<file path="src/hw/ex_pkg.sv">
package ex_pkg;

    // data, address and pc word
    typedef logic [31:0] word_t;

    // register file index
    typedef logic [4:0] reg_addr_t;

    // shift amount, low five bits of the second operand
    typedef logic [4:0] shamt_t;

    // decoded instruction class
    typedef logic [3:0] inst_class_t;

    // function select, meaning depends on the class
    typedef logic [3:0] func_t;

    // instruction classes from decode
    localparam inst_class_t CLASS_NOP    = 4'd0;
    localparam inst_class_t CLASS_LUI    = 4'd1;
    localparam inst_class_t CLASS_AUIPC  = 4'd2;
    localparam inst_class_t CLASS_JAL    = 4'd3;
    localparam inst_class_t CLASS_JALR   = 4'd4;
    localparam inst_class_t CLASS_BRANCH = 4'd5;
    localparam inst_class_t CLASS_LOAD   = 4'd6;
    localparam inst_class_t CLASS_STORE  = 4'd7;
    localparam inst_class_t CLASS_OP_IMM = 4'd8;
    localparam inst_class_t CLASS_OP     = 4'd9;

    // alu functions, for OP and OP_IMM
    localparam func_t FUNC_ADD  = 4'd0;
    localparam func_t FUNC_SUB  = 4'd1;
    localparam func_t FUNC_SLL  = 4'd2;
    localparam func_t FUNC_SLT  = 4'd3;
    localparam func_t FUNC_SLTU = 4'd4;
    localparam func_t FUNC_XOR  = 4'd5;
    localparam func_t FUNC_SRL  = 4'd6;
    localparam func_t FUNC_SRA  = 4'd7;
    localparam func_t FUNC_OR   = 4'd8;
    localparam func_t FUNC_AND  = 4'd9;

    // branch conditions, same numbering as funct3
    localparam func_t FUNC_BEQ  = 4'd0;
    localparam func_t FUNC_BNE  = 4'd1;
    localparam func_t FUNC_BLT  = 4'd4;
    localparam func_t FUNC_BGE  = 4'd5;
    localparam func_t FUNC_BLTU = 4'd6;
    localparam func_t FUNC_BGEU = 4'd7;

    // memory op codes, zero means no access
    localparam func_t FUNC_MEM_NONE = 4'd0;
    localparam func_t FUNC_LB  = 4'd1;
    localparam func_t FUNC_LH  = 4'd2;
    localparam func_t FUNC_LW  = 4'd3;
    localparam func_t FUNC_LBU = 4'd4;
    localparam func_t FUNC_LHU = 4'd5;
    localparam func_t FUNC_SB  = 4'd6;
    localparam func_t FUNC_SH  = 4'd7;
    localparam func_t FUNC_SW  = 4'd8;

    // return address distance for jal and jalr
    localparam word_t LINK_OFFSET = 32'd4;

    // result slots owned by the memory stage
    localparam int CREDIT_MAX = 2;

    // must hold 0 .. CREDIT_MAX
    typedef logic [$clog2(CREDIT_MAX + 1) - 1:0] credit_cnt_t;

endpackage

</file>
<file path="src/hw/ex_alu.sv">
module ex_alu (
    input  ex_pkg::word_t a_i,
    input  ex_pkg::word_t b_i,
    input  ex_pkg::func_t func_i,
    output ex_pkg::word_t result_o
);

    // shifts only look at the low five bits
    ex_pkg::shamt_t shamt;

    // compare results, single bit each
    logic lt_signed;
    logic lt_unsigned;

    assign shamt = b_i[4:0];

    assign lt_signed   = $signed(a_i) < $signed(b_i);
    assign lt_unsigned = a_i < b_i;

    always_comb begin
        case (func_i)
            ex_pkg::FUNC_ADD: begin
                result_o = a_i + b_i;
            end
            ex_pkg::FUNC_SUB: begin
                result_o = a_i - b_i;
            end
            ex_pkg::FUNC_SLL: begin
                result_o = a_i << shamt;
            end
            ex_pkg::FUNC_SLT: begin
                // zero extended flag
                result_o = {31'd0, lt_signed};
            end
            ex_pkg::FUNC_SLTU: begin
                result_o = {31'd0, lt_unsigned};
            end
            ex_pkg::FUNC_XOR: begin
                result_o = a_i ^ b_i;
            end
            ex_pkg::FUNC_SRL: begin
                result_o = a_i >> shamt;
            end
            ex_pkg::FUNC_SRA: begin
                // sign fill from bit 31
                result_o = ex_pkg::word_t'($signed(a_i) >>> shamt);
            end
            ex_pkg::FUNC_OR: begin
                result_o = a_i | b_i;
            end
            ex_pkg::FUNC_AND: begin
                result_o = a_i & b_i;
            end
            default: begin
                // unknown code gives zero
                result_o = '0;
            end
        endcase
    end

endmodule

</file>
<file path="src/hw/ex_branch_unit.sv">
module ex_branch_unit (
    input  ex_pkg::inst_class_t inst_class_i,
    input  ex_pkg::func_t       func_i,
    input  ex_pkg::word_t       pc_i,
    input  ex_pkg::word_t       imm_i,
    input  ex_pkg::word_t       reg1_i,
    input  ex_pkg::word_t       reg2_i,
    output logic                redirect_o,
    output ex_pkg::word_t       target_o,
    output ex_pkg::word_t       link_o
);

    // branch condition for the current func code
    logic cond;

    always_comb begin
        case (func_i)
            ex_pkg::FUNC_BEQ:  cond = reg1_i == reg2_i;
            ex_pkg::FUNC_BNE:  cond = reg1_i != reg2_i;
            ex_pkg::FUNC_BLT:  cond = $signed(reg1_i) < $signed(reg2_i);
            ex_pkg::FUNC_BGE:  cond = $signed(reg1_i) >= $signed(reg2_i);
            ex_pkg::FUNC_BLTU: cond = reg1_i < reg2_i;
            ex_pkg::FUNC_BGEU: cond = reg1_i >= reg2_i;
            default:           cond = 1'b0;
        endcase
    end

    // jalr is register relative and everything else pc relative
    assign target_o = (inst_class_i == ex_pkg::CLASS_JALR) ? reg1_i + imm_i : pc_i + imm_i;

    // return address
    assign link_o = pc_i + ex_pkg::LINK_OFFSET;

    always_comb begin
        case (inst_class_i)
            ex_pkg::CLASS_JAL,
            ex_pkg::CLASS_JALR: begin
                // jumps are unconditional
                redirect_o = 1'b1;
            end
            ex_pkg::CLASS_BRANCH: begin
                redirect_o = cond;
            end
            default: begin
                redirect_o = 1'b0;
            end
        endcase
    end

endmodule

</file>
<file path="src/hw/ex_credit_reg.sv">
module ex_credit_reg (
    input  logic              clk,
    input  logic              rst_i,
    input  logic              issue_i,
    input  logic              credit_return_i,
    input  ex_pkg::reg_addr_t wd_i,
    input  logic              wreg_i,
    input  ex_pkg::word_t     wdata_i,
    input  logic              redirect_i,
    input  ex_pkg::word_t     redirect_pc_i,
    input  ex_pkg::func_t     mem_op_i,
    input  ex_pkg::word_t     mem_wdata_i,
    output logic              has_credit_o,
    output logic              out_valid_o,
    output ex_pkg::reg_addr_t wd_o,
    output logic              wreg_o,
    output ex_pkg::word_t     wdata_o,
    output logic              redirect_o,
    output ex_pkg::word_t     redirect_pc_o,
    output ex_pkg::func_t     mem_op_o,
    output ex_pkg::word_t     mem_wdata_o
);

    localparam ex_pkg::credit_cnt_t CREDIT_FULL = ex_pkg::credit_cnt_t'(ex_pkg::CREDIT_MAX);

    // free slots downstream
    ex_pkg::credit_cnt_t credit_q;

    // issue spends, return refunds, both at once cancel
    always_ff @(posedge clk) begin
        if (rst_i) begin
            credit_q <= CREDIT_FULL;
        end else if (issue_i && !credit_return_i) begin
            credit_q <= credit_q - 1'b1;
        end else if (credit_return_i && !issue_i) begin
            credit_q <= credit_q + 1'b1;
        end
    end

    assign has_credit_o = credit_q != '0;

    // control bits, cleared on idle cycles
    always_ff @(posedge clk) begin
        if (rst_i) begin
            out_valid_o <= 1'b0;
            wreg_o      <= 1'b0;
            redirect_o  <= 1'b0;
        end else begin
            out_valid_o <= issue_i;
            wreg_o      <= issue_i && wreg_i;
            redirect_o  <= issue_i && redirect_i;
        end
    end

    // payload, only meaningful with out_valid_o
    always_ff @(posedge clk) begin
        if (issue_i) begin
            wd_o          <= wd_i;
            wdata_o       <= wdata_i;
            redirect_pc_o <= redirect_pc_i;
            mem_op_o      <= mem_op_i;
            mem_wdata_o   <= mem_wdata_i;
        end
    end

    // counter stays in range
    assert property (@(posedge clk) disable iff (rst_i)
        credit_q <= CREDIT_FULL)
        else $error("credit count above limit");

    // memory stage cannot free a slot it never filled
    assert property (@(posedge clk) disable iff (rst_i)
        credit_return_i |-> credit_q != CREDIT_FULL)
        else $error("credit returned while count full");

    // no issue without a free slot
    assert property (@(posedge clk) disable iff (rst_i)
        issue_i |-> has_credit_o)
        else $error("issue without credit");

endmodule

</file>
<file path="src/hw/ex_stage.sv">
module ex_stage (
    input  logic                clk,
    input  logic                rst_i,
    input  logic                in_valid_i,
    input  ex_pkg::word_t       pc_i,
    input  ex_pkg::inst_class_t inst_class_i,
    input  ex_pkg::func_t       func_i,
    input  ex_pkg::word_t       imm_i,
    input  ex_pkg::word_t       reg1_i,
    input  ex_pkg::word_t       reg2_i,
    input  ex_pkg::reg_addr_t   wd_i,
    input  logic                credit_return_i,
    output logic                in_ready_o,
    output logic                out_valid_o,
    output ex_pkg::reg_addr_t   wd_o,
    output logic                wreg_o,
    output ex_pkg::word_t       wdata_o,
    output logic                redirect_o,
    output ex_pkg::word_t       redirect_pc_o,
    output ex_pkg::func_t       mem_op_o,
    output ex_pkg::word_t       mem_wdata_o
);

    // alu operands and function
    ex_pkg::word_t alu_a;
    ex_pkg::word_t alu_b;
    ex_pkg::func_t alu_func;
    ex_pkg::word_t alu_result;

    // branch unit results
    logic          br_redirect;
    ex_pkg::word_t br_target;
    ex_pkg::word_t br_link;

    // unregistered writeback fields
    logic              wreg;
    ex_pkg::reg_addr_t wd;
    ex_pkg::word_t     wdata;
    ex_pkg::func_t     mem_op;
    ex_pkg::word_t     mem_wdata;

    logic has_credit;
    logic issue;

    // operand select per class
    always_comb begin
        alu_a    = '0;
        alu_b    = imm_i;
        alu_func = ex_pkg::FUNC_ADD;
        case (inst_class_i)
            ex_pkg::CLASS_OP: begin
                alu_a    = reg1_i;
                alu_b    = reg2_i;
                alu_func = func_i;
            end
            ex_pkg::CLASS_OP_IMM: begin
                alu_a    = reg1_i;
                alu_func = func_i;
            end
            ex_pkg::CLASS_LOAD,
            ex_pkg::CLASS_STORE: begin
                // effective address
                alu_a = reg1_i;
            end
            ex_pkg::CLASS_AUIPC: begin
                alu_a = pc_i;
            end
            default: begin
                // lui is zero plus imm
                alu_a = '0;
            end
        endcase
    end

    ex_alu u_alu (
        .a_i      (alu_a),
        .b_i      (alu_b),
        .func_i   (alu_func),
        .result_o (alu_result)
    );

    ex_branch_unit u_branch (
        .inst_class_i (inst_class_i),
        .func_i       (func_i),
        .pc_i         (pc_i),
        .imm_i        (imm_i),
        .reg1_i       (reg1_i),
        .reg2_i       (reg2_i),
        .redirect_o   (br_redirect),
        .target_o     (br_target),
        .link_o       (br_link)
    );

    // writeback and memory fields per class
    always_comb begin
        wreg      = 1'b0;
        wdata     = '0;
        mem_op    = ex_pkg::FUNC_MEM_NONE;
        mem_wdata = '0;
        case (inst_class_i)
            ex_pkg::CLASS_LUI,
            ex_pkg::CLASS_AUIPC,
            ex_pkg::CLASS_OP_IMM,
            ex_pkg::CLASS_OP: begin
                wreg  = 1'b1;
                wdata = alu_result;
            end
            ex_pkg::CLASS_JAL,
            ex_pkg::CLASS_JALR: begin
                wreg  = 1'b1;
                wdata = br_link;
            end
            ex_pkg::CLASS_LOAD: begin
                wreg   = 1'b1;
                wdata  = alu_result;
                mem_op = func_i;
            end
            ex_pkg::CLASS_STORE: begin
                // address in wdata, data from rs2
                wdata     = alu_result;
                mem_op    = func_i;
                mem_wdata = reg2_i;
            end
            default: begin
            end
        endcase
        // no destination when nothing is written
        wd = wreg ? wd_i : '0;
    end

    // accept only with a free slot
    assign issue      = in_valid_i && has_credit;
    assign in_ready_o = has_credit;

    ex_credit_reg u_out (
        .clk             (clk),
        .rst_i           (rst_i),
        .issue_i         (issue),
        .credit_return_i (credit_return_i),
        .wd_i            (wd),
        .wreg_i          (wreg),
        .wdata_i         (wdata),
        .redirect_i      (br_redirect),
        .redirect_pc_i   (br_target),
        .mem_op_i        (mem_op),
        .mem_wdata_i     (mem_wdata),
        .has_credit_o    (has_credit),
        .out_valid_o     (out_valid_o),
        .wd_o            (wd_o),
        .wreg_o          (wreg_o),
        .wdata_o         (wdata_o),
        .redirect_o      (redirect_o),
        .redirect_pc_o   (redirect_pc_o),
        .mem_op_o        (mem_op_o),
        .mem_wdata_o     (mem_wdata_o)
    );

endmodule

</file>
<file path="config.mk">
export PLATFORM = sky130hd
export DESIGN_NAME = ex_stage
export DESIGN_NICKNAME = d
export VERILOG_FILES = /design/src/hw/ex_pkg.sv /design/src/hw/ex_alu.sv /design/src/hw/ex_branch_unit.sv /design/src/hw/ex_credit_reg.sv /design/src/hw/ex_stage.sv
export SDC_FILE = /design/constraint.sdc
export NUM_CORES = 1
export LEC_CHECK = 0
export BUFFER_PORTS_ARGS = -buffer_cell sky130_fd_sc_hd__buf_4
export CAP_MARGIN = 15
export CORE_MARGIN = 3
export CORE_UTILIZATION = 25
export CTS_CLUSTER_DIAMETER = 60
export DETAILED_ROUTE_END_ITERATION = 8
export SYNTH_ARGS = -nofsm -noshare
export SYNTH_HDL_FRONTEND = slang
export SYNTH_SLANG_ARGS = --single-unit
</file>
<file path="constraint.sdc">
create_clock -name clk -period 6.5 [get_ports clk]
set_clock_uncertainty 0.2 [all_clocks]
set_input_delay 0.65 -clock clk [delete_from_list [all_inputs] [get_ports clk]]
set_output_delay 0.65 -clock clk [all_outputs]
set_load 0.1 [all_outputs]
</file>
Yosys cells after proc, flatten, opt, wreduce, memory -nomap -nowiden. Index checks and enable logic that the tools add are counted. Widths: inputs -> output; s select.

Bits in registers: 110. Word-level logic and storage cells: 81.

$add $sub $neg: 7. Order comparisons: 6. Eq/ne operators: 25. Shifts and indexed selects: 3. Multiplexer cells: 11. Bitwise gates (word level): 3. Reductions and logical operators: 17.

Operators by type and width (number): $pmux 32 s10 (1); $lt 32x32->1 (4); $pmux 32 s2 (2); $add 32x32->32 (3); $ge 32x32->1 (2); $mux 32 (2); $eq 4x3->1 const B (12); $add 32x3->32 const B (1); $and 32x32->32 (1); $eq 32x32->1 (1); $ne 32x32->1 (1); $or 32x32->32 (1); $shl 32x5->32 (1); $shr 32x5->32 (1); $sshr 32x5->32 (1); $sub 32x32->32 (1); $xor 32x32->32 (1); $eq 4x2->1 const B (4); $eq 4x4->1 const B (4); $eq 4x1->1 const B (3); $logic_not 4->1 (2); $reduce_or 7->1 (1); $pmux 1 s6 (1); $reduce_or 2->1 (3); 11 further kinds (18).

Depth between registers and ports, before layout.
Depth in word-level cells: 6. Mapped depth: 20. Mapped depth without buffers: 16.

Hierarchy. From an unflattened synthesis, not the netlist that was laid out.

Cell total of the unflattened synthesis: 2304. Area, all modules: 17748.3 um2.

Modules (own cells, without submodules): ex_alu (times used 1, cells an instance 1256, area an instance 7985.2 um2); ex_credit_reg (times used 1, cells an instance 122, area an instance 3334.4 um2); ex_branch_unit (times used 1, cells an instance 451, area an instance 3248.1 um2); ex_stage (times used 1, cells an instance 475, area an instance 3180.6 um2).

Worst setup path after synthesis. OpenSTA, ideal clock, no wires.

Kind: input -> register. From: input port inst_class_i[1]. To: register u_out.redirect_pc_o[31] (data pin). Setup time: 0.261 ns. Arrival: 4.757 ns. Data required time: 6.039 ns. Slack: 1.282 ns. Stages on the path: 17. Path buffers: 4. Path through: buf_4 > buf_2 > buf_2 > nand2b_1 > nor3_2 > clkbuf_1 > mux2_2 > ha_1 > a21o_1 > a21o_1 > a221oi_1 > nor3_1 > o221ai_1 > a311oi_1 > o21a_1 > o21a_1 > a311o_1.

Cells in the longest elaborated chain, start to end: 2.

RTL lines: from (decl) (RTL line ex_stage.sv:6) `input ex_pkg::inst_class_t inst_class_i,`; $eq 4x3->1 (RTL line ex_branch_unit.sv:29) `assign target_o = (inst_class_i == ex_pkg::CLASS_JALR) ? reg1_i + imm_i : pc_i + imm_i;`; $mux 32 (RTL line ex_branch_unit.sv:29); net br_target[31] (RTL line ex_stage.sv:32) `ex_pkg::word_t br_target;`; to (signal assigned) (RTL line ex_credit_reg.sv:60) `redirect_pc_o <= redirect_pc_i;`; to (decl) (RTL line ex_credit_reg.sv:19) `output ex_pkg::word_t redirect_pc_o,`.

The timed path passes the listed nets, and every way through them passes these cells. A chain may end at the register's enable or synchronous reset.

Final worst setup path.
From: input port inst_class_i[2]. To: register u_out.wdata_o[31] (data pin).

Cells in the longest elaborated chain, start to end: 6. Elaborated cells between the ends (all ways): 35. Classes of those cells: add/sub: 2; eq/ne: 17; shift: 3; mux: 5; bitwise: 3; reduce/logical: 5.

RTL lines: $eq 4x3->1 / $eq 4x4->1 (equally long branches) (RTL line ex_stage.sv:50, ex_stage.sv:100); $reduce_or 4->1 (no line) / $reduce_or 2->1 (equally long branches); $pmux 32 s2 / $mux 4 (equally long branches) (RTL line ex_stage.sv:50) `case (inst_class_i)`; $sub 32x32->32 (tied with other cells) (RTL line ex_alu.sv:26) `result_o = a_i - b_i;`; $pmux 32 s10 (RTL line ex_alu.sv:21) `case (func_i)`; $pmux 32 s2 * (RTL line ex_stage.sv:100) `case (inst_class_i)`; net u_out.wdata_i[31] (RTL line ex_credit_reg.sv:8) `input ex_pkg::word_t wdata_i,`; to (signal assigned) (RTL line ex_credit_reg.sv:59) `wdata_o <= wdata_i;`; to (decl) (RTL line ex_credit_reg.sv:17) `output ex_pkg::word_t wdata_o,`.

The timed path passes the listed nets; every way through them passes the cells marked *.

==> flow_summary_export.csv <==
group,metric,value,unit
floorplanning,die_height,269,microns
detailed_routing,viasPerCell,5.74,
global_route,grt_usage,0.217,
detailed_routing,wl_per_cell,25.0,microns
clocking,clock-sinks,110,
cells_and_area,syn2layout_area_growth,18.4,%
critical_path,crit_path_start_kind,"input port",
floorplanning,coreArea,67800,sq um
floorplanning,start_util,0.254,
synthesis,synthDistinctLibCells,103,
clocking,h-tree-depth,3,
placed_design,globalplace.congestion,1.02,
clocking,cts_root_buf,"clkbuf_16",
clocking,post_cts_buffers,0,
synthesis,yosysTopAreaCell,"edfxtp_1",
synthesis,ys.flop_type,"edfxtp_1",
synthesis,synth_top_area_frac,0.183,
global_route,overflow,0,
placed_design,dpl_cell_area,20100,sq um
clocking,cts_made_buffers,9,
global_route,grt_pass1_vias,17500,
floorplanning,dieArea,72200,sq um
synthesis,postSynthAreaPerCell,7.87,sq um
detailed_routing,drt_iter0_drc,2377,
status,outcome,"completed",
timing,period_share,0.856,
detailed_routing,drt-pass1-iter-count,7,
timing,fin_crit,5570,ps
global_route,grt_max_degree,76,
cells_and_area,mostFrequentLayoutCells,"buf_4 (319), nor2_1 (198), nand2_1 (185), a21oi_1 (176), ha_1 (163)",
clocking,cts_tree,"yes",
critical_path,worst-setup-path-type,"input port to flip-flop",
timing,relSlewSlack,0.264,
critical_path,end_kind,"flip-flop",
cells_and_area,stdcell_area,20400,sq um
cells_and_area,fillCellCount,7378,
detailed_routing,totalWireLength,81.3,mm
detailed_routing,antenna_left,0,
timing,timing.hold.ws,242,ps
critical_path,required,6430,ps
power,powerDensity,186,nW/um^2
detailed_routing,route.detailed.drc,0,
worst_hold_path,hold_class,"input port to flip-flop",
critical_path,critPathSlowestCell,"and4bb_2",
critical_path,arrival,5490,ps
clocking,cts.path.max_buffers,2,
synthesis,syn_nets,2503,
run,drv_cap,0,
clocking,path_clk_slew,100,ps
timing,setup_viol,0,
critical_path,critPathMaxStageDelay,730,ps
timing,fmax,180,MHz
cells_and_area,final_common_cell,"buf_4",
timing,slew_viol_final,0,
critical_path,crit_fanout,40,
global_route,antenna_found_initial,4,
clocking,ctsHoldBuffers,0,
detailed_routing,routed-via-count,18700,
floorplanning,die_w,269,microns
synthesis,synthTopCellsByArea,"edfxtp_1 (18%), ha_1 (12%), a21oi_1 (5.1%), mux2i_1 (5.1%), mux2_2 (4.5%)",
placed_design,io_buffers,253,
critical_path,cp_cell_sequence,"buf_4 > and4bb_2 > mux2_2 > ha_1 > nand2_1 > or2_1 > or3_1 > nor4_1 > nor4b_1 > o21bai_1 > a21oi_1 > xnor2_1 > a221oi_1 > o22ai_1",
synthesis,synthArstFlopShare,0,
synthesis,yosys_warnings,0,
floorplanning,design.portCount,254,
power,leakage,8.73,nW
placed_design,dp_cells,3237,
cells_and_area,fin_nets,2686,
timing,tns,0,ps
global_route,grt_first_pass_wirelength,117,mm
synthesis,syn_area,17200,sq um
synthesis,ys_seq_area_frac,0.189,
synthesis,syn_inst,2192,
floorplanning,rows,95,
clocking,clk_latency,410,ps
synthesis,synth_edf_count,105,
timing,rsz0062_at_grt,"false",
timing,hold_violations,0,
placed_design,dpl.hpwl,64.5,mm
synthesis,ys_seq_elements,110,
clocking,cts_resized,0,
cells_and_area,drive_gt1_frac,0.203,
timing,tightest_slew,1090,ps
cells_and_area,stdcell_count,3256,
power,peakVddDrop,0.000153,V
per-layer routing:
metal / vias up / global-route usage / part of all wire
met5: - / 0 / 0.00018
met4: 2 / 0.0890 / 0.046
met3: 191 / 0.0480 / 0.090
met2: 1025 / 0.345 / 0.45
met1: 8922 / 0.285 / 0.41
li1: 8536 / - / -
report_power, final:
part,switching (mW),leakage (nW),internal (mW),total [mW]
Sequential,0.0371,1.09,0.908,0.945
Clock,0.333,0.154,0.312,0.644
Combinational,1.59,7.49,0.616,2.21
Total,1.96,8.73,1.84,3.80
worst paths after layout:
| path | startpoint | to | slack [ps] | cells after the start |
|---|---|---|---|---|
| setup / recovery | inst_class_i[2] | u_out.wdata_o[31] | 930 | 14 |
| hold / removal | rst_i | u_out.credit_q[0] | 240 | 2 |
| setup reg to reg | u_out.credit_q[0] | u_out.wdata_o[4] | 3930 | 4 |
| hold reg to reg | u_out.credit_q[0] | u_out.credit_q[0] | 360 | 2 |
kinds of logic after synthesis:
group	synth area share
multiplexers	0.107
XOR/XNOR	0.0366
AND/OR/NAND/NOR	0.204
AO/OA/AOI/OAI	0.269
buffers and inverters	0.0731
flip-flops	0.189
adder cells (fa/ha/maj)	0.122
state kept, by name, summed over array words and instances, names as in the netlist:
register,flops
u_out.mem_wdata_o,32
u_out.credit_q,2
u_out.wdata_o,32
u_out.redirect_pc_o,32
u_out.redirect_o,1
u_out.out_valid_o,1
u_out.wd_o,5
u_out.wreg_o,1
u_out.mem_op_o,4
cell type report:
type	instances	area, sq um	area share
Antenna cell	3	7.51	0.000368
Sequential cell	110	3250	0.159
Timing Repair Buffer	320	2410	0.118
Multi-Input combinational cell	1788	12800	0.625
Inverter	146	558	0.0273
Clock inverter	7	98.8	0.00484
Clock buffer	9	225	0.0110
Tap cell	873	1090	0.0535
critical path: cells and delay by family:
family	cells	cell delay (ps)
AND/OR/NAND/NOR	6	2600
AO/OA/AOI/OAI	4	910
XOR/XNOR	1	140
multiplexers	1	430
adder cells (fa/ha/maj)	1	520
buffers and inverters	1	230
Yosys cell counts, drive strengths merged (8+ instances only):
| cell type | instances |
|---|---|
| nor3 | 45 |
| buf | 60 |
| and3 | 48 |
| o221ai | 17 |
| nor2 | 199 |
| and4b | 12 |
| or2 | 12 |
| a22o | 9 |
| o31ai | 13 |
| mux2 | 71 |
| o21ai | 140 |
| xnor2 | 45 |
| nand4 | 25 |
| and2 | 22 |
| a21oi | 178 |
| o21bai | 27 |
| inv | 146 |
| nand2b | 10 |
| o22ai | 26 |
| nand2 | 185 |
| nor4bb | 17 |
| a22oi | 9 |
| o211ai | 28 |
| or3 | 12 |
| edfxtp | 105 |
| a211oi | 42 |
| nor2b | 14 |
| a31oi | 21 |
| a21o | 36 |
| nand3 | 57 |
| nor4 | 12 |
| clkbuf | 88 |
| a221oi | 29 |
| xor2 | 27 |
| o21a | 8 |
| a211o | 19 |
| ha | 163 |
| mux2i | 90 |
metrics by stage:
step | power [mW] | util | setup slack, ps
after global placement | 3.13 | 0.296 | 623
after detailed placement | 3.13 | 0.296 | 599
after global routing | 3.96 | 0.301 | 720
after CTS | 3.78 | 0.301 | 1040
final | 3.80 | 0.301 | 934
after floorplan | 2.52 | - | 1280
Note: power is estimated with default switching activity, not from simulation.
